===== config.mk =====
export PLATFORM = sky130hd
export DESIGN_NAME = sfm_top
export DESIGN_NICKNAME = d
export VERILOG_FILES = /design/src/logic/sfm_pkg.sv /design/src/logic/sfm_serial_div.sv /design/src/logic/sfm_ctrl.sv /design/src/logic/sfm_fetch.sv /design/src/logic/sfm_credit_fifo.sv /design/src/logic/sfm_datapath.sv /design/src/logic/sfm_top.sv
export SDC_FILE = /design/constraint.sdc
export NUM_CORES = 1
export LEC_CHECK = 0
export ABC_AREA = 1
export CAP_MARGIN = 20
export CORE_MARGIN = 4
export CORE_UTILIZATION = 54
export CTS_BUF_LIST = sky130_fd_sc_hd__clkbuf_4
export DETAILED_ROUTE_END_ITERATION = 10
export DONT_BUFFER_PORTS = 1
export PLACE_DENSITY = 0.69
export REMOVE_ABC_BUFFERS = 1
export SETUP_SLACK_MARGIN = 0.4
export SYNTH_ARGS = -nofsm -noshare
export SYNTH_HDL_FRONTEND = slang
export SYNTH_SLANG_ARGS = --single-unit

===== constraint.sdc =====
create_clock -name clk_i -period 7.85 [get_ports clk_i]
set_input_delay 1.1775 -clock clk_i [delete_from_list [all_inputs] [get_ports clk_i]]
set_output_delay 1.1775 -clock clk_i [all_outputs]
set_load 0.05 [all_outputs]

===== src/logic/sfm_pkg.sv =====
`default_nettype none

package sfm_pkg;

    localparam int unsigned ELEM_W = 16;
    // Weight of 1.0 is 2^FRAC_W
    localparam int unsigned FRAC_W = 15;
    localparam int unsigned DEN_W  = 24;
    localparam int unsigned ADDR_W = 8;
    localparam int unsigned LEN_W  = 8;

    typedef enum logic [1:0] {
        MODE_FULL,
        MODE_ACC_ONLY,
        MODE_DIV_ONLY
    } sfm_mode_e;

    typedef struct packed {
        sfm_mode_e          mode;
        logic               last;
        logic [3:0]         slot;
        logic [ADDR_W-1:0]  base;
        logic [LEN_W-1:0]   len;
    } sfm_cmd_t;

    typedef struct packed {
        logic               valid;
        logic [ELEM_W-1:0]  max;
        logic [DEN_W-1:0]   den;
    } sfm_slot_t;

    typedef struct packed {
        logic               dividing;
        logic               clear_regs;
        logic               load_slot;
        logic [ELEM_W-1:0]  slot_max;
        logic [DEN_W-1:0]   slot_den;
        logic               pass_end;
    } sfm_dp_ctrl_t;

    typedef struct packed {
        logic               busy;
        logic [ELEM_W-1:0]  max;
        logic [DEN_W-1:0]   den;
    } sfm_dp_flags_t;

endpackage

`default_nettype wire


===== src/logic/sfm_serial_div.sv =====
`default_nettype none

module sfm_serial_div (
    input  logic                                        clk_i,
    input  logic                                        rst_ni,
    input  logic                                        start_i,
    input  logic [sfm_pkg::ELEM_W+sfm_pkg::FRAC_W-1:0]  dividend_i,
    input  logic [sfm_pkg::DEN_W-1:0]                   divisor_i,
    output logic                                        done_o,
    output logic [sfm_pkg::ELEM_W-1:0]                  quotient_o
);

    localparam int unsigned ELEM_W = sfm_pkg::ELEM_W;
    localparam int unsigned DEN_W  = sfm_pkg::DEN_W;
    localparam int unsigned DIVD_W = ELEM_W + sfm_pkg::FRAC_W;

    logic               busy_q, done_q;
    logic [4:0]         steps_q;
    logic [DEN_W-1:0]   rem_q, divisor_q;
    logic [DIVD_W-1:0]  acc_q;
    logic [DEN_W-1:0]   rem_in, divisor_in, rem_nxt;
    logic [DIVD_W-1:0]  acc_in;
    logic [DEN_W:0]     shifted;
    logic [DEN_W+1:0]   trial;

    // The first step runs in the start cycle straight from the inputs
    assign rem_in     = start_i ? '0 : rem_q;
    assign acc_in     = start_i ? dividend_i : acc_q;
    assign divisor_in = start_i ? divisor_i : divisor_q;

    assign shifted = {rem_in, acc_in[DIVD_W-1]};
    assign trial   = {1'b0, shifted} - {2'b00, divisor_in};
    assign rem_nxt = trial[DEN_W+1] ? shifted[DEN_W-1:0] : trial[DEN_W-1:0];

    assign done_o     = done_q;
    assign quotient_o = (|acc_q[DIVD_W-1:ELEM_W]) ? '1 : acc_q[ELEM_W-1:0];

    always_ff @(posedge clk_i or negedge rst_ni) begin
        if (!rst_ni) begin
            busy_q  <= 1'b0;
            done_q  <= 1'b0;
            steps_q <= '0;
        end else begin
            done_q <= 1'b0;
            if (start_i) begin
                busy_q  <= 1'b1;
                steps_q <= 5'(DIVD_W - 1);
            end else if (busy_q) begin
                steps_q <= steps_q - 1'b1;
                if (steps_q == 5'd1) begin
                    busy_q <= 1'b0;
                    done_q <= 1'b1;
                end
            end
        end
    end

    always_ff @(posedge clk_i) begin
        if (start_i || busy_q) begin
            rem_q     <= rem_nxt;
            acc_q     <= {acc_in[DIVD_W-2:0], ~trial[DEN_W+1]};
            divisor_q <= divisor_in;
        end
    end

endmodule

`default_nettype wire


===== src/logic/sfm_ctrl.sv =====
`default_nettype none

module sfm_ctrl #(
    parameter int unsigned N_SLOTS = 4
) (
    input  logic                        clk_i,
    input  logic                        rst_ni,
    input  sfm_pkg::sfm_cmd_t           cmd_i,
    input  logic                        cmd_valid_i,
    input  logic                        fetch_done_i,
    input  sfm_pkg::sfm_dp_flags_t      dp_flags_i,
    input  logic                        div_idle_i,
    output logic                        cmd_ready_o,
    output logic                        done_o,
    output logic                        pass_start_o,
    output logic [sfm_pkg::ADDR_W-1:0]  base_o,
    output logic [sfm_pkg::LEN_W-1:0]   len_o,
    output sfm_pkg::sfm_dp_ctrl_t       dp_ctrl_o
);

    localparam int unsigned SLOT_IW = (N_SLOTS > 1) ? $clog2(N_SLOTS) : 1;

    typedef enum logic [2:0] {
        IDLE,
        ACCUMULATE,
        WAIT_EMPTY,
        NORMALIZE,
        FINISHED
    } state_e;

    state_e                             state_q, state_d;
    sfm_pkg::sfm_cmd_t                  cmd_q;
    sfm_pkg::sfm_slot_t [N_SLOTS-1:0]   slot_q;
    logic                               norm_q, norm_d;
    logic                               pass_start_q, pass_start_d;
    logic [SLOT_IW-1:0]                 new_slot, cur_slot;
    logic                               accept;
    logic                               slot_wr, slot_clr;

    assign accept   = cmd_valid_i & cmd_ready_o;
    assign new_slot = cmd_i.slot[SLOT_IW-1:0];
    assign cur_slot = cmd_q.slot[SLOT_IW-1:0];

    assign pass_start_o = pass_start_q;
    assign base_o       = cmd_q.base;
    assign len_o        = cmd_q.len;

    always_comb begin
        state_d      = state_q;
        norm_d       = norm_q;
        pass_start_d = 1'b0;
        slot_wr      = 1'b0;
        slot_clr     = 1'b0;
        cmd_ready_o  = 1'b0;
        done_o       = 1'b0;

        dp_ctrl_o          = '0;
        dp_ctrl_o.dividing = norm_q;
        dp_ctrl_o.slot_max = slot_q[new_slot].max;
        dp_ctrl_o.slot_den = slot_q[new_slot].den;

        case (state_q)
            IDLE: begin
                cmd_ready_o = 1'b1;
                if (cmd_valid_i) begin
                    // Resume from the saved state of an earlier chunk
                    dp_ctrl_o.load_slot = slot_q[new_slot].valid;
                    pass_start_d        = 1'b1;
                    if (cmd_i.mode == sfm_pkg::MODE_DIV_ONLY) begin
                        norm_d  = 1'b1;
                        state_d = NORMALIZE;
                    end else begin
                        state_d = ACCUMULATE;
                    end
                end
            end

            ACCUMULATE, NORMALIZE: begin
                if (fetch_done_i) begin
                    state_d = WAIT_EMPTY;
                end
            end

            WAIT_EMPTY: begin
                dp_ctrl_o.pass_end = 1'b1;
                if (!dp_flags_i.busy && div_idle_i) begin
                    if (norm_q || cmd_q.mode == sfm_pkg::MODE_ACC_ONLY) begin
                        state_d = FINISHED;
                    end else begin
                        norm_d       = 1'b1;
                        pass_start_d = 1'b1;
                        state_d      = NORMALIZE;
                    end
                end
            end

            FINISHED: begin
                done_o               = 1'b1;
                dp_ctrl_o.clear_regs = 1'b1;
                norm_d               = 1'b0;
                slot_wr  = (cmd_q.mode == sfm_pkg::MODE_ACC_ONLY);
                slot_clr = (cmd_q.mode == sfm_pkg::MODE_DIV_ONLY) && cmd_q.last;
                state_d  = IDLE;
            end

            default: begin
                state_d = IDLE;
            end
        endcase
    end

    always_ff @(posedge clk_i or negedge rst_ni) begin
        if (!rst_ni) begin
            state_q      <= IDLE;
            norm_q       <= 1'b0;
            pass_start_q <= 1'b0;
            slot_q       <= '0;
        end else begin
            state_q      <= state_d;
            norm_q       <= norm_d;
            pass_start_q <= pass_start_d;
            if (slot_wr) begin
                slot_q[cur_slot] <= '{valid: 1'b1, max: dp_flags_i.max, den: dp_flags_i.den};
            end else if (slot_clr) begin
                slot_q[cur_slot] <= '0;
            end
        end
    end

    always_ff @(posedge clk_i) begin
        if (accept) begin
            cmd_q <= cmd_i;
        end
    end

endmodule

`default_nettype wire


===== src/logic/sfm_fetch.sv =====
`default_nettype none

module sfm_fetch #(
    parameter int unsigned FIFO_DEPTH = 4
) (
    input  logic                        clk_i,
    input  logic                        rst_ni,
    input  logic                        pass_start_i,
    input  logic [sfm_pkg::ADDR_W-1:0]  base_i,
    input  logic [sfm_pkg::LEN_W-1:0]   len_i,
    input  logic [sfm_pkg::ELEM_W-1:0]  mem_rdata_i,
    input  logic                        credit_i,
    output logic                        mem_req_o,
    output logic [sfm_pkg::ADDR_W-1:0]  mem_addr_o,
    output logic                        push_o,
    output logic [sfm_pkg::ELEM_W-1:0]  push_data_o,
    output logic                        fetch_done_o
);

    localparam int unsigned CRED_W = $clog2(FIFO_DEPTH + 1);

    logic                       active_q, push_q, done_q;
    logic [sfm_pkg::ADDR_W-1:0] addr_q;
    logic [sfm_pkg::LEN_W-1:0]  left_q;
    logic [CRED_W-1:0]          credits_q;
    logic                       req, last_req;

    // One credit per free FIFO entry
    assign req      = active_q && (credits_q != '0);
    assign last_req = req && (left_q == sfm_pkg::LEN_W'(1));

    assign mem_req_o    = req;
    assign mem_addr_o   = addr_q;
    assign push_o       = push_q;
    assign push_data_o  = mem_rdata_i;
    assign fetch_done_o = done_q;

    always_ff @(posedge clk_i or negedge rst_ni) begin
        if (!rst_ni) begin
            active_q  <= 1'b0;
            push_q    <= 1'b0;
            done_q    <= 1'b0;
            credits_q <= CRED_W'(FIFO_DEPTH);
        end else begin
            push_q <= req;
            done_q <= last_req;
            if (pass_start_i) begin
                active_q <= 1'b1;
            end else if (last_req) begin
                active_q <= 1'b0;
            end
            case ({credit_i, req})
                2'b10:   credits_q <= credits_q + 1'b1;
                2'b01:   credits_q <= credits_q - 1'b1;
                default: credits_q <= credits_q;
            endcase
        end
    end

    always_ff @(posedge clk_i) begin
        if (pass_start_i) begin
            addr_q <= base_i;
            left_q <= len_i;
        end else if (req) begin
            addr_q <= addr_q + 1'b1;
            left_q <= left_q - 1'b1;
        end
    end

endmodule

`default_nettype wire


===== src/logic/sfm_credit_fifo.sv =====
`default_nettype none

module sfm_credit_fifo #(
    parameter int unsigned FIFO_DEPTH = 4
) (
    input  logic                        clk_i,
    input  logic                        rst_ni,
    input  logic                        push_i,
    input  logic [sfm_pkg::ELEM_W-1:0]  push_data_i,
    input  logic                        pop_i,
    output logic [sfm_pkg::ELEM_W-1:0]  head_o,
    output logic                        not_empty_o,
    output logic                        credit_o
);

    localparam int unsigned PTR_W = (FIFO_DEPTH > 1) ? $clog2(FIFO_DEPTH) : 1;
    localparam int unsigned CNT_W = $clog2(FIFO_DEPTH + 1);

    logic [sfm_pkg::ELEM_W-1:0] mem_q [FIFO_DEPTH];
    logic [PTR_W-1:0]           wr_ptr_q, rd_ptr_q;
    logic [CNT_W-1:0]           count_q;
    logic                       credit_q;

    function automatic logic [PTR_W-1:0] ptr_inc(input logic [PTR_W-1:0] ptr);
        return (ptr == PTR_W'(FIFO_DEPTH - 1)) ? '0 : ptr + 1'b1;
    endfunction

    assign head_o      = mem_q[rd_ptr_q];
    assign not_empty_o = (count_q != '0);
    assign credit_o    = credit_q;

    always_ff @(posedge clk_i or negedge rst_ni) begin
        if (!rst_ni) begin
            wr_ptr_q <= '0;
            rd_ptr_q <= '0;
            count_q  <= '0;
            credit_q <= 1'b0;
        end else begin
            // The producer never pushes without credit
            credit_q <= pop_i;
            if (push_i) begin
                wr_ptr_q <= ptr_inc(wr_ptr_q);
            end
            if (pop_i) begin
                rd_ptr_q <= ptr_inc(rd_ptr_q);
            end
            case ({push_i, pop_i})
                2'b10:   count_q <= count_q + 1'b1;
                2'b01:   count_q <= count_q - 1'b1;
                default: count_q <= count_q;
            endcase
        end
    end

    always_ff @(posedge clk_i) begin
        if (push_i) begin
            mem_q[wr_ptr_q] <= push_data_i;
        end
    end

endmodule

`default_nettype wire


===== src/logic/sfm_datapath.sv =====
`default_nettype none

module sfm_datapath (
    input  logic                        clk_i,
    input  logic                        rst_ni,
    input  sfm_pkg::sfm_dp_ctrl_t       dp_ctrl_i,
    input  logic [sfm_pkg::ELEM_W-1:0]  head_i,
    input  logic                        not_empty_i,
    output logic                        pop_o,
    output sfm_pkg::sfm_dp_flags_t      dp_flags_o,
    output logic                        res_valid_o,
    output logic [sfm_pkg::ELEM_W-1:0]  res_o
);

    localparam int unsigned ELEM_W = sfm_pkg::ELEM_W;
    localparam int unsigned DEN_W  = sfm_pkg::DEN_W;
    localparam logic [ELEM_W-1:0] W_ONE   = ELEM_W'(1) << sfm_pkg::FRAC_W;
    localparam logic [DEN_W-1:0]  DEN_ONE = DEN_W'(1) << sfm_pkg::FRAC_W;

    logic [ELEM_W-1:0]  max_q;
    logic [DEN_W-1:0]   den_q;
    logic               has_max_q, wait_q, res_valid_q;
    logic [ELEM_W-1:0]  res_q;
    logic [ELEM_W:0]    below, above;
    logic               x_gt_max;
    logic [4:0]         rescale;
    logic [ELEM_W-1:0]  weight;
    logic               div_start, div_done;
    logic [ELEM_W-1:0]  quotient;

    assign below    = {max_q[ELEM_W-1], max_q} - {head_i[ELEM_W-1], head_i};
    assign above    = {head_i[ELEM_W-1], head_i} - {max_q[ELEM_W-1], max_q};
    assign x_gt_max = $signed(head_i) > $signed(max_q);
    assign rescale  = (above > 31) ? 5'd31 : above[4:0];
    // Shifts of 16 or more leave nothing
    assign weight   = W_ONE >> below;

    // One element at a time while a division is running
    assign pop_o     = not_empty_i && !wait_q;
    assign div_start = pop_o && dp_ctrl_i.dividing;

    assign dp_flags_o.busy = !dp_ctrl_i.pass_end || not_empty_i || wait_q;
    assign dp_flags_o.max  = max_q;
    assign dp_flags_o.den  = den_q;
    assign res_valid_o     = res_valid_q;
    assign res_o           = res_q;

    always_ff @(posedge clk_i or negedge rst_ni) begin
        if (!rst_ni) begin
            has_max_q   <= 1'b0;
            max_q       <= '0;
            den_q       <= '0;
            wait_q      <= 1'b0;
            res_valid_q <= 1'b0;
        end else begin
            res_valid_q <= div_done;
            if (div_start) begin
                wait_q <= 1'b1;
            end else if (div_done) begin
                wait_q <= 1'b0;
            end
            if (dp_ctrl_i.clear_regs) begin
                has_max_q <= 1'b0;
                max_q     <= '0;
                den_q     <= '0;
            end else if (dp_ctrl_i.load_slot) begin
                has_max_q <= 1'b1;
                max_q     <= dp_ctrl_i.slot_max;
                den_q     <= dp_ctrl_i.slot_den;
            end else if (pop_o && !dp_ctrl_i.dividing) begin
                has_max_q <= 1'b1;
                if (!has_max_q) begin
                    max_q <= head_i;
                    den_q <= DEN_ONE;
                end else if (x_gt_max) begin
                    // Rescale the sum to the new max first
                    max_q <= head_i;
                    den_q <= (den_q >> rescale) + DEN_ONE;
                end else begin
                    den_q <= den_q + DEN_W'(weight);
                end
            end
        end
    end

    always_ff @(posedge clk_i) begin
        if (div_done) begin
            res_q <= quotient;
        end
    end

    sfm_serial_div i_div (
        .clk_i      (clk_i),
        .rst_ni     (rst_ni),
        .start_i    (div_start),
        .dividend_i ({weight, {sfm_pkg::FRAC_W{1'b0}}}),
        .divisor_i  (den_q),
        .done_o     (div_done),
        .quotient_o (quotient)
    );

endmodule

`default_nettype wire


===== src/logic/sfm_top.sv =====
`default_nettype none

module sfm_top #(
    parameter int unsigned N_SLOTS    = 4,
    parameter int unsigned FIFO_DEPTH = 4
) (
    input  logic                        clk_i,
    input  logic                        rst_ni,
    input  sfm_pkg::sfm_cmd_t           cmd_i,
    input  logic                        cmd_valid_i,
    output logic                        cmd_ready_o,
    output logic                        done_o,
    output logic                        mem_req_o,
    output logic [sfm_pkg::ADDR_W-1:0]  mem_addr_o,
    input  logic [sfm_pkg::ELEM_W-1:0]  mem_rdata_i,
    output logic                        res_valid_o,
    output logic [sfm_pkg::ELEM_W-1:0]  res_o
);

    logic                       pass_start, fetch_done;
    logic [sfm_pkg::ADDR_W-1:0] base;
    logic [sfm_pkg::LEN_W-1:0]  len;
    logic                       push, pop, not_empty, credit;
    logic [sfm_pkg::ELEM_W-1:0] push_data, head;
    sfm_pkg::sfm_dp_ctrl_t      dp_ctrl;
    sfm_pkg::sfm_dp_flags_t     dp_flags;

    sfm_ctrl #(
        .N_SLOTS (N_SLOTS)
    ) i_ctrl (
        .clk_i        (clk_i),
        .rst_ni       (rst_ni),
        .cmd_i        (cmd_i),
        .cmd_valid_i  (cmd_valid_i),
        .fetch_done_i (fetch_done),
        .dp_flags_i   (dp_flags),
        // Last quotient still on its way out
        .div_idle_i   (!res_valid_o),
        .cmd_ready_o  (cmd_ready_o),
        .done_o       (done_o),
        .pass_start_o (pass_start),
        .base_o       (base),
        .len_o        (len),
        .dp_ctrl_o    (dp_ctrl)
    );

    sfm_fetch #(
        .FIFO_DEPTH (FIFO_DEPTH)
    ) i_fetch (
        .clk_i        (clk_i),
        .rst_ni       (rst_ni),
        .pass_start_i (pass_start),
        .base_i       (base),
        .len_i        (len),
        .mem_rdata_i  (mem_rdata_i),
        .credit_i     (credit),
        .mem_req_o    (mem_req_o),
        .mem_addr_o   (mem_addr_o),
        .push_o       (push),
        .push_data_o  (push_data),
        .fetch_done_o (fetch_done)
    );

    sfm_credit_fifo #(
        .FIFO_DEPTH (FIFO_DEPTH)
    ) i_fifo (
        .clk_i       (clk_i),
        .rst_ni      (rst_ni),
        .push_i      (push),
        .push_data_i (push_data),
        .pop_i       (pop),
        .head_o      (head),
        .not_empty_o (not_empty),
        .credit_o    (credit)
    );

    sfm_datapath i_datapath (
        .clk_i       (clk_i),
        .rst_ni      (rst_ni),
        .dp_ctrl_i   (dp_ctrl),
        .head_i      (head),
        .not_empty_i (not_empty),
        .pop_o       (pop),
        .dp_flags_o  (dp_flags),
        .res_valid_o (res_valid_o),
        .res_o       (res_o)
    );

endmodule

`default_nettype wire


# Word level (Yosys, flattened, before mapping)
# Memories as Yosys holds them, arrays and structs flattened.
# Cells that the tools add are included.
# totals
ram_bits	64
mem_count	1
output_inout_bits	28
in_bits	42
word_cells	193
ff_bits	365
# classes
n_lt_le_gt_ge	5
n_addsub	14
reduce_logical	34
shifts	2
bitwise	4
mux	69
eq_ne	21
# memory_table
memory	depth	word_bits	rd	rd_clocked_by_memory_dff	wr	line_no	source
i_fifo.mem_q	4	16	1	0	1	sfm_credit_fifo.sv:19	logic [sfm_pkg::ELEM_W-1:0] mem_q [FIFO_DEPTH];
# ops
op	n
$mux 164	2
$mux 24	8
$and 164x164->164	1
$bwmux 164	1
$not 164->164	1
$bmux 41 s2	1
$demux 41 s2	1
$mux 41	2
$mux 16	5
$sub 16x16->17	2
$mux 8	4
$mux 31	1
$mux 1	29
$sub 25x24->26	1
$add 24x16->24	1
$add 24x16->24 const B	1
$shr 24x5->24	1
$gt 17x5->1 const B	1
$shr 16x17->16 const A	1
$gt 16x16->1	1
$mux 5	3
$reduce_or 15->1	1
$reduce_bool 2->1	7
$eq 2x2->1 const B	6
34 further kinds	67

# Logic depth before layout (Yosys ltp)
# An unclocked memory read counts as a cell.
# logic_depth
depth_word	11
depth_mapped	44
depth_no_buf	42

# Modules after synthesis
# Synthesis repeated with hierarchy kept, for this count alone.
# hier_totals
hier_cells	3394
area_unflattened_um2	26131.3
# modules_own_cells
module	area_each_um2	cells_each	instances	seq_area_each_um2
sfm_ctrl	8790.9	1049	1	4859.7
sfm_datapath	7151.9	1151	1	1556.5
sfm_serial_div	5750.5	752	1	2547.4
sfm_credit_fifo	3052.9	272	1	2122.0
sfm_fetch	1381.3	169	1	631.9
sfm_top	3.8	1	1	0.0

# Worst setup path after synthesis
# OpenSTA, ideal clock, no wires.
# synth_timing
path_kind	reg-to-reg
start	register i_fifo.rd_ptr_q[0]
end	register i_datapath.i_div.rem_q[1], data pin
setup_time_ns	0.258
arrival_time_ns	5.709
path_stages_with_launch	43
required_time_ns	7.592
period_less_slack_ns	5.967
path_slack_ns	1.883
n_path_buf	5
cell_sequence	dfrtp_1 > clkbuf_1 > inv_1 > clkbuf_1 > nand2_1 > a32oi_1 > ha_1 > buf_2 > a21oi_1 > inv_1 > a21oi_1 > o21ai_0 > nand2_1 > nand2_1 > nand2_1 > o21ai_0 > a211oi_1 > nand2_1 > [... 7 more ...] > o21ai_1 > a21oi_1 > o21bai_1 > a21oi_1 > o21ai_1 > nand2_1 > nand2_1 > a21boi_1 > o21ai_2 > a21oi_1 > o21ai_1 > nand2_1 > nand2_1 > nand2_1 > nand2_1 > buf_4 > buf_4 > o21ai_1
# synth_via
elab_chain_cells	6
# synth_lines
element	line_no	source
from (decl)	sfm_credit_fifo.sv:20	logic [PTR_W-1:0] wr_ptr_q, rd_ptr_q;
from (signal assigned)	sfm_credit_fifo.sv:45	rd_ptr_q <= ptr_inc(rd_ptr_q);
$mem_v2 4x16	n/a	
$sub 16x16->17	sfm_datapath.sv:31	assign below = {max_q[ELEM_W-1], max_q} - {head_i[ELEM_W-1], head_i};
$shr 16x17->16	sfm_datapath.sv:36	assign weight = W_ONE >> below;
$mux 31	sfm_serial_div.sv:28	assign acc_in = start_i ? dividend_i : acc_q;
$sub 25x24->26	sfm_serial_div.sv:32	assign trial = {1'b0, shifted} - {2'b00, divisor_in};
$mux 24	sfm_serial_div.sv:33	assign rem_nxt = trial[DEN_W+1] ? shifted[DEN_W-1:0] : trial[DEN_W-1:0];
via i_datapath.i_div.rem_nxt[1]	sfm_serial_div.sv:21	logic [DEN_W-1:0] rem_in, divisor_in, rem_nxt;
to (signal assigned)	sfm_serial_div.sv:60	rem_q <= rem_nxt;
to (decl)	sfm_serial_div.sv:19	logic [DEN_W-1:0] rem_q, divisor_q;
# The timed path passes the listed nets, and every way through them passes these cells.
# A chain may end at the register's enable or synchronous reset.

# Worst setup path in the final report
# layout_timing
start	register i_fifo.rd_ptr_q[0]
end	register i_datapath.i_div.rem_q[21], data pin
# The elaborated chain is that of the path after synthesis.

==> summary.md <==
| Metric | Value |
|---|---|
| Crit path arrival time | 7.59 ns |
| CP max-delay cell | dfrtp_2 |
| DR pass1 iterations | 6 |
| Clk_lat worst skew | 0.89 ns |
| Die X-Extent | 219 um |
| Fin. Hold Viols | 0 |
| Most frequent CP cell | nand2_1 |
| Area grow syn2layout | 8.69% |
| Combinational share of power | 0.305 |
| Final worst path period share | 0.890 |
| Pin count of the biggest net entering global routing | 233 |
| Post-synthesis sequential area ratio | 0.485 |
| Int Pwr | 0.00422 W |
| Total negative slack | 0 ns |
| Synth unique cells | 56 |
| Number of flops mapped to enable cells by yosys | 196 |
| Die height | 219 um |
| DRT Wirelength | 66400 um |
| Top Family by Delay on Critical Path | compound AO/OA/AOI/OAI gates |
| First-pass GRT wire length | 104000 um |
| Clk pin slew, worst setup/hold paths | 0.07 ns |
| # setup viols final | 0 |
| CTS H-tree depth | 3 |
| DRT antenna net count | 0 |
| I/O pin count | 70 |
| Number of cell rows | 77 |
| Total power | 0.00694 W |
| DIE AREA | 48200 um^2 |
| Asr flop ratio synth | 0.543 |
| Vias in the first global route | 19800 |
| Critical Path Source Type | flop |
| Via Count | 20400 |
| Crit path depth | 38 |
| WL per Instance | 18.6 um |
| Placed cells | 3351 |
| Slowest stage delay, CP | 0.48 ns |
| Slew @ Worst Pin | 1.29 ns |
| Most common cell after layout, fill and taps aside | nand2_1 |
| Clock Path Buffers | 3 |
| Synth Area in Compound Gates | 0.165 |
| Power Dens Cells | 264 nW/um^2 |
| DRC | 0 |
| Largest family of logic cells by synthesized area | simple AND/OR/NAND/NOR gates |
| R2R depth | 38 |
| Xor and xnor area share after synthesis | 0.0196 |
| Critical Setup Path Class | reg -> reg |
| Seq pwr share | 0.414 |
| DRT iter0 DRCs | 1841 |
| Largest fanout on the critical path | 24 |
| Met1 Use GR | 0.371 |
| TritonCTS Buffers | 110 |
| Power share of the clock group | 0.281 |
| I/O Buffers | 0 |
| Hold Crit Class | in -> async |
| Gate Count Post-Synth | 2873 |
| CTS tree | yes |
| Avg Synthesized Cell Area | 8.41 um^2 |
| Core ar. | 44200 um^2 |
| Fin cells | 3575 |
| Starting Density | 0.546 |
| Status | complete, no violations |
| Final Critical Period | 6.98 ns |
| Netlist Area Pre-Place | 24100 um^2 |
| Switch Pwr | 0.00272 W |
| Switch share | 0.392 |
| Root buffer cell | clkbuf_4 |
| Synth Register Bits | 429 |
| Grt total ovfl | 0 |
| Worst vdd ir | 0.178 mV |
| GR peak layer | met2 |
| Reg2reg end | i_datapath.i_div.rem_q[21] |
| Most frequent cells in the layout | nand2_1 (568), inv_1 (378), o21ai_0 (314), dfrtp_1 (231), nand3_1 (216) |
| GR Util All Layers | 0.273 |
| Drt via density | 5.71 |
| R2R setup slack | 0.87 ns |
| Crit path required time | 8.45 ns |
| Met2 usage | 0.437 |
| Relative slew slack | 0.141 |
| Post-DP HPWL | 44600 um |
| RePlAce Congestion | 0.980 |
| FF-to-FF Start | i_fifo.rd_ptr_q[0] |
| Layout cells sized above 1 | 0.115 |
| Post-Synth Simple-Gate Area | 0.187 |
| Synth warnings | 0 |
| Max-cap violations | 0 |
| Final #Nets | 3021 |
| Worst path bufs/invs | 6 |
| Fmax | 143 MHz |
| Final Worst Setup Slack | 0.867 ns |
| Mux share of post-synthesis cell area | 0.00508 |
| Slew Viols, Final | 0 |
| Met3 global-route usage | 0.0532 |
| Pleak | 11.5 nW |
| Initial antenna violation count | 2 |
| RSZ-0062 raised after global routing | no |
| Crit path capture type | flop |
| Dpl ws | 0.362 ns |
| Synth Flop Type | dfrtp_1 |
| Clock skew | 0.0681 ns |
| Synth Area in Adders | 0.0506 |
| CTS Sinks | 429 |
-- area by class of cell --
type	count	area [um^2]
well taps	592	741
repair inverters	2	12.5
diodes	3	7.51
inverters	393	1490
clock inverters	31	145
fillers	4002	18000
flip-flops and latches	429	11700
multi-input cells	1909	10400
clock buffers	176	1320
repair buffers	40	383
-- flip-flops by register name (all words and copies together) (netlist names), 5 cells and up --
signal,flops
i_ctrl.len_o,8
i_datapath.res_o,16
i_datapath.i_div.acc_q,31
i_datapath.max_q,16
i_datapath.i_div.divisor_q,24
i_ctrl.cmd_q,5
i_datapath.i_div.rem_q,24
i_ctrl.slot_q,164
i_datapath.i_div.steps_q,5
i_datapath.den_q,24
i_fetch.mem_addr_o,8
i_fetch.left_q,8
i_fifo.mem_q,64
i_ctrl.base_o,8
-- layer usage --
metal  vias to the layer above  share of wire
li1                       9818              -
met1                      9769           0.44
met5                         -              0
met3                       129          0.068
met4                         0          0.028
met2                       713           0.46
-- worst reg2reg max path, delay by kind of cell, from the launching register on --
family / cells / cell delay (ns)
fa+ha+maj: 2 / 0.66
simple gates: 14 / 1.54
mux: 1 / 0.13
compound gates: 15 / 2.82
flops: 1 / 0.48
buf+inv: 6 / 1.05
-- metrics by stage --
| step | util | area, um^2 | hold slack [ns] |
|---|---|---|---|
| final | 0.594 | 26200 | 0.123 |
| after global routing | 0.594 | 26200 | 0.0353 |
| after CTS | 0.588 | 26000 | 0.0264 |
| after detailed placement | 0.554 | 24500 | 0.458 |
| after global placement | 0.554 | 24500 | 0.449 |
| after floorplan | - | 23500 | 0.437 |
-- worst max path at each step --
stage / startpoint / end / slack, ns
4_1_cts: i_fifo.rd_ptr_q[1] / i_datapath.den_q[22] / 0.40
3_5_place_dp: i_fifo.rd_ptr_q[0] / i_datapath.den_q[22] / 0.36
5_1_grt: i_fifo.rd_ptr_q[0] / i_datapath.i_div.rem_q[21] / 0.38
6_report: i_fifo.rd_ptr_q[0] / i_datapath.i_div.rem_q[21] / 0.87
2_1_floorplan: i_fifo.rd_ptr_q[0] / i_datapath.i_div.rem_q[0] / 0.91
3_3_place_gp: i_fifo.rd_ptr_q[0] / i_datapath.den_q[22] / 0.57
-- Yosys cell counts, drive strengths merged (2+ instances only) --
cell type	instances	area [um^2]
a21boi	4	30.0
a21o	2	15.0
a21oi	183	923
a31oi	15	93.8
a32oi	16	140
buf	36	240
clkbuf	106	398
clkinv	5	21.3
dfrtp	232	5810
edfxtp	196	5890
fa	6	120
ha	88	1100
inv	388	1460
mux2	10	113
nand2	584	2220
nand3	223	1170
nand3b	4	30.0
nand4	21	131
nor2	147	639
nor3	17	90.1
nor4	6	52.6
o2111ai	20	175
o211ai	21	158
o21a	2	15.0
o21ai	365	1830
o21bai	5	37.5
o221ai	5	43.8
o22ai	77	482
o31ai	3	22.5
or2	25	156
xnor2	22	193
xor2	32	280
-- repair_timing --
| action | 4_1_cts | 5_1_grt |
|---|---|---|
| buffers inserted | 0 | 8 |
| setup endpoints to repair | 10 | 31 |
| gates cloned | 0 | 3 |
| hold buffers | 1 | 0 |
| endpoints found under the hold margin | 232 | 0 |
| gates resized for setup | 1 | 21 |
| pin swaps | 0 | 2 |
-- power groups by stage --
stage          clock network [W]  logic, W  registers, W
5_1_grt                  0.00214   0.00236       0.00289
3_3_place_gp                   0   0.00201       0.00290
4_1_cts                  0.00201   0.00207       0.00286
3_5_place_dp                   0   0.00203       0.00290
6_report                 0.00195   0.00211       0.00287
2_1_floorplan                  0   0.00146       0.00279
-- kinds of logic after synthesis --
group	count (synthesis)
buffers and inverters	535
AOI/OAI and AO/OA	720
and+or+nand+nor	1030
xor gates and xnor gates	54
muxes	11
DFF	429
adders and majority gates	94
Power figures use the tool's default switching activity.
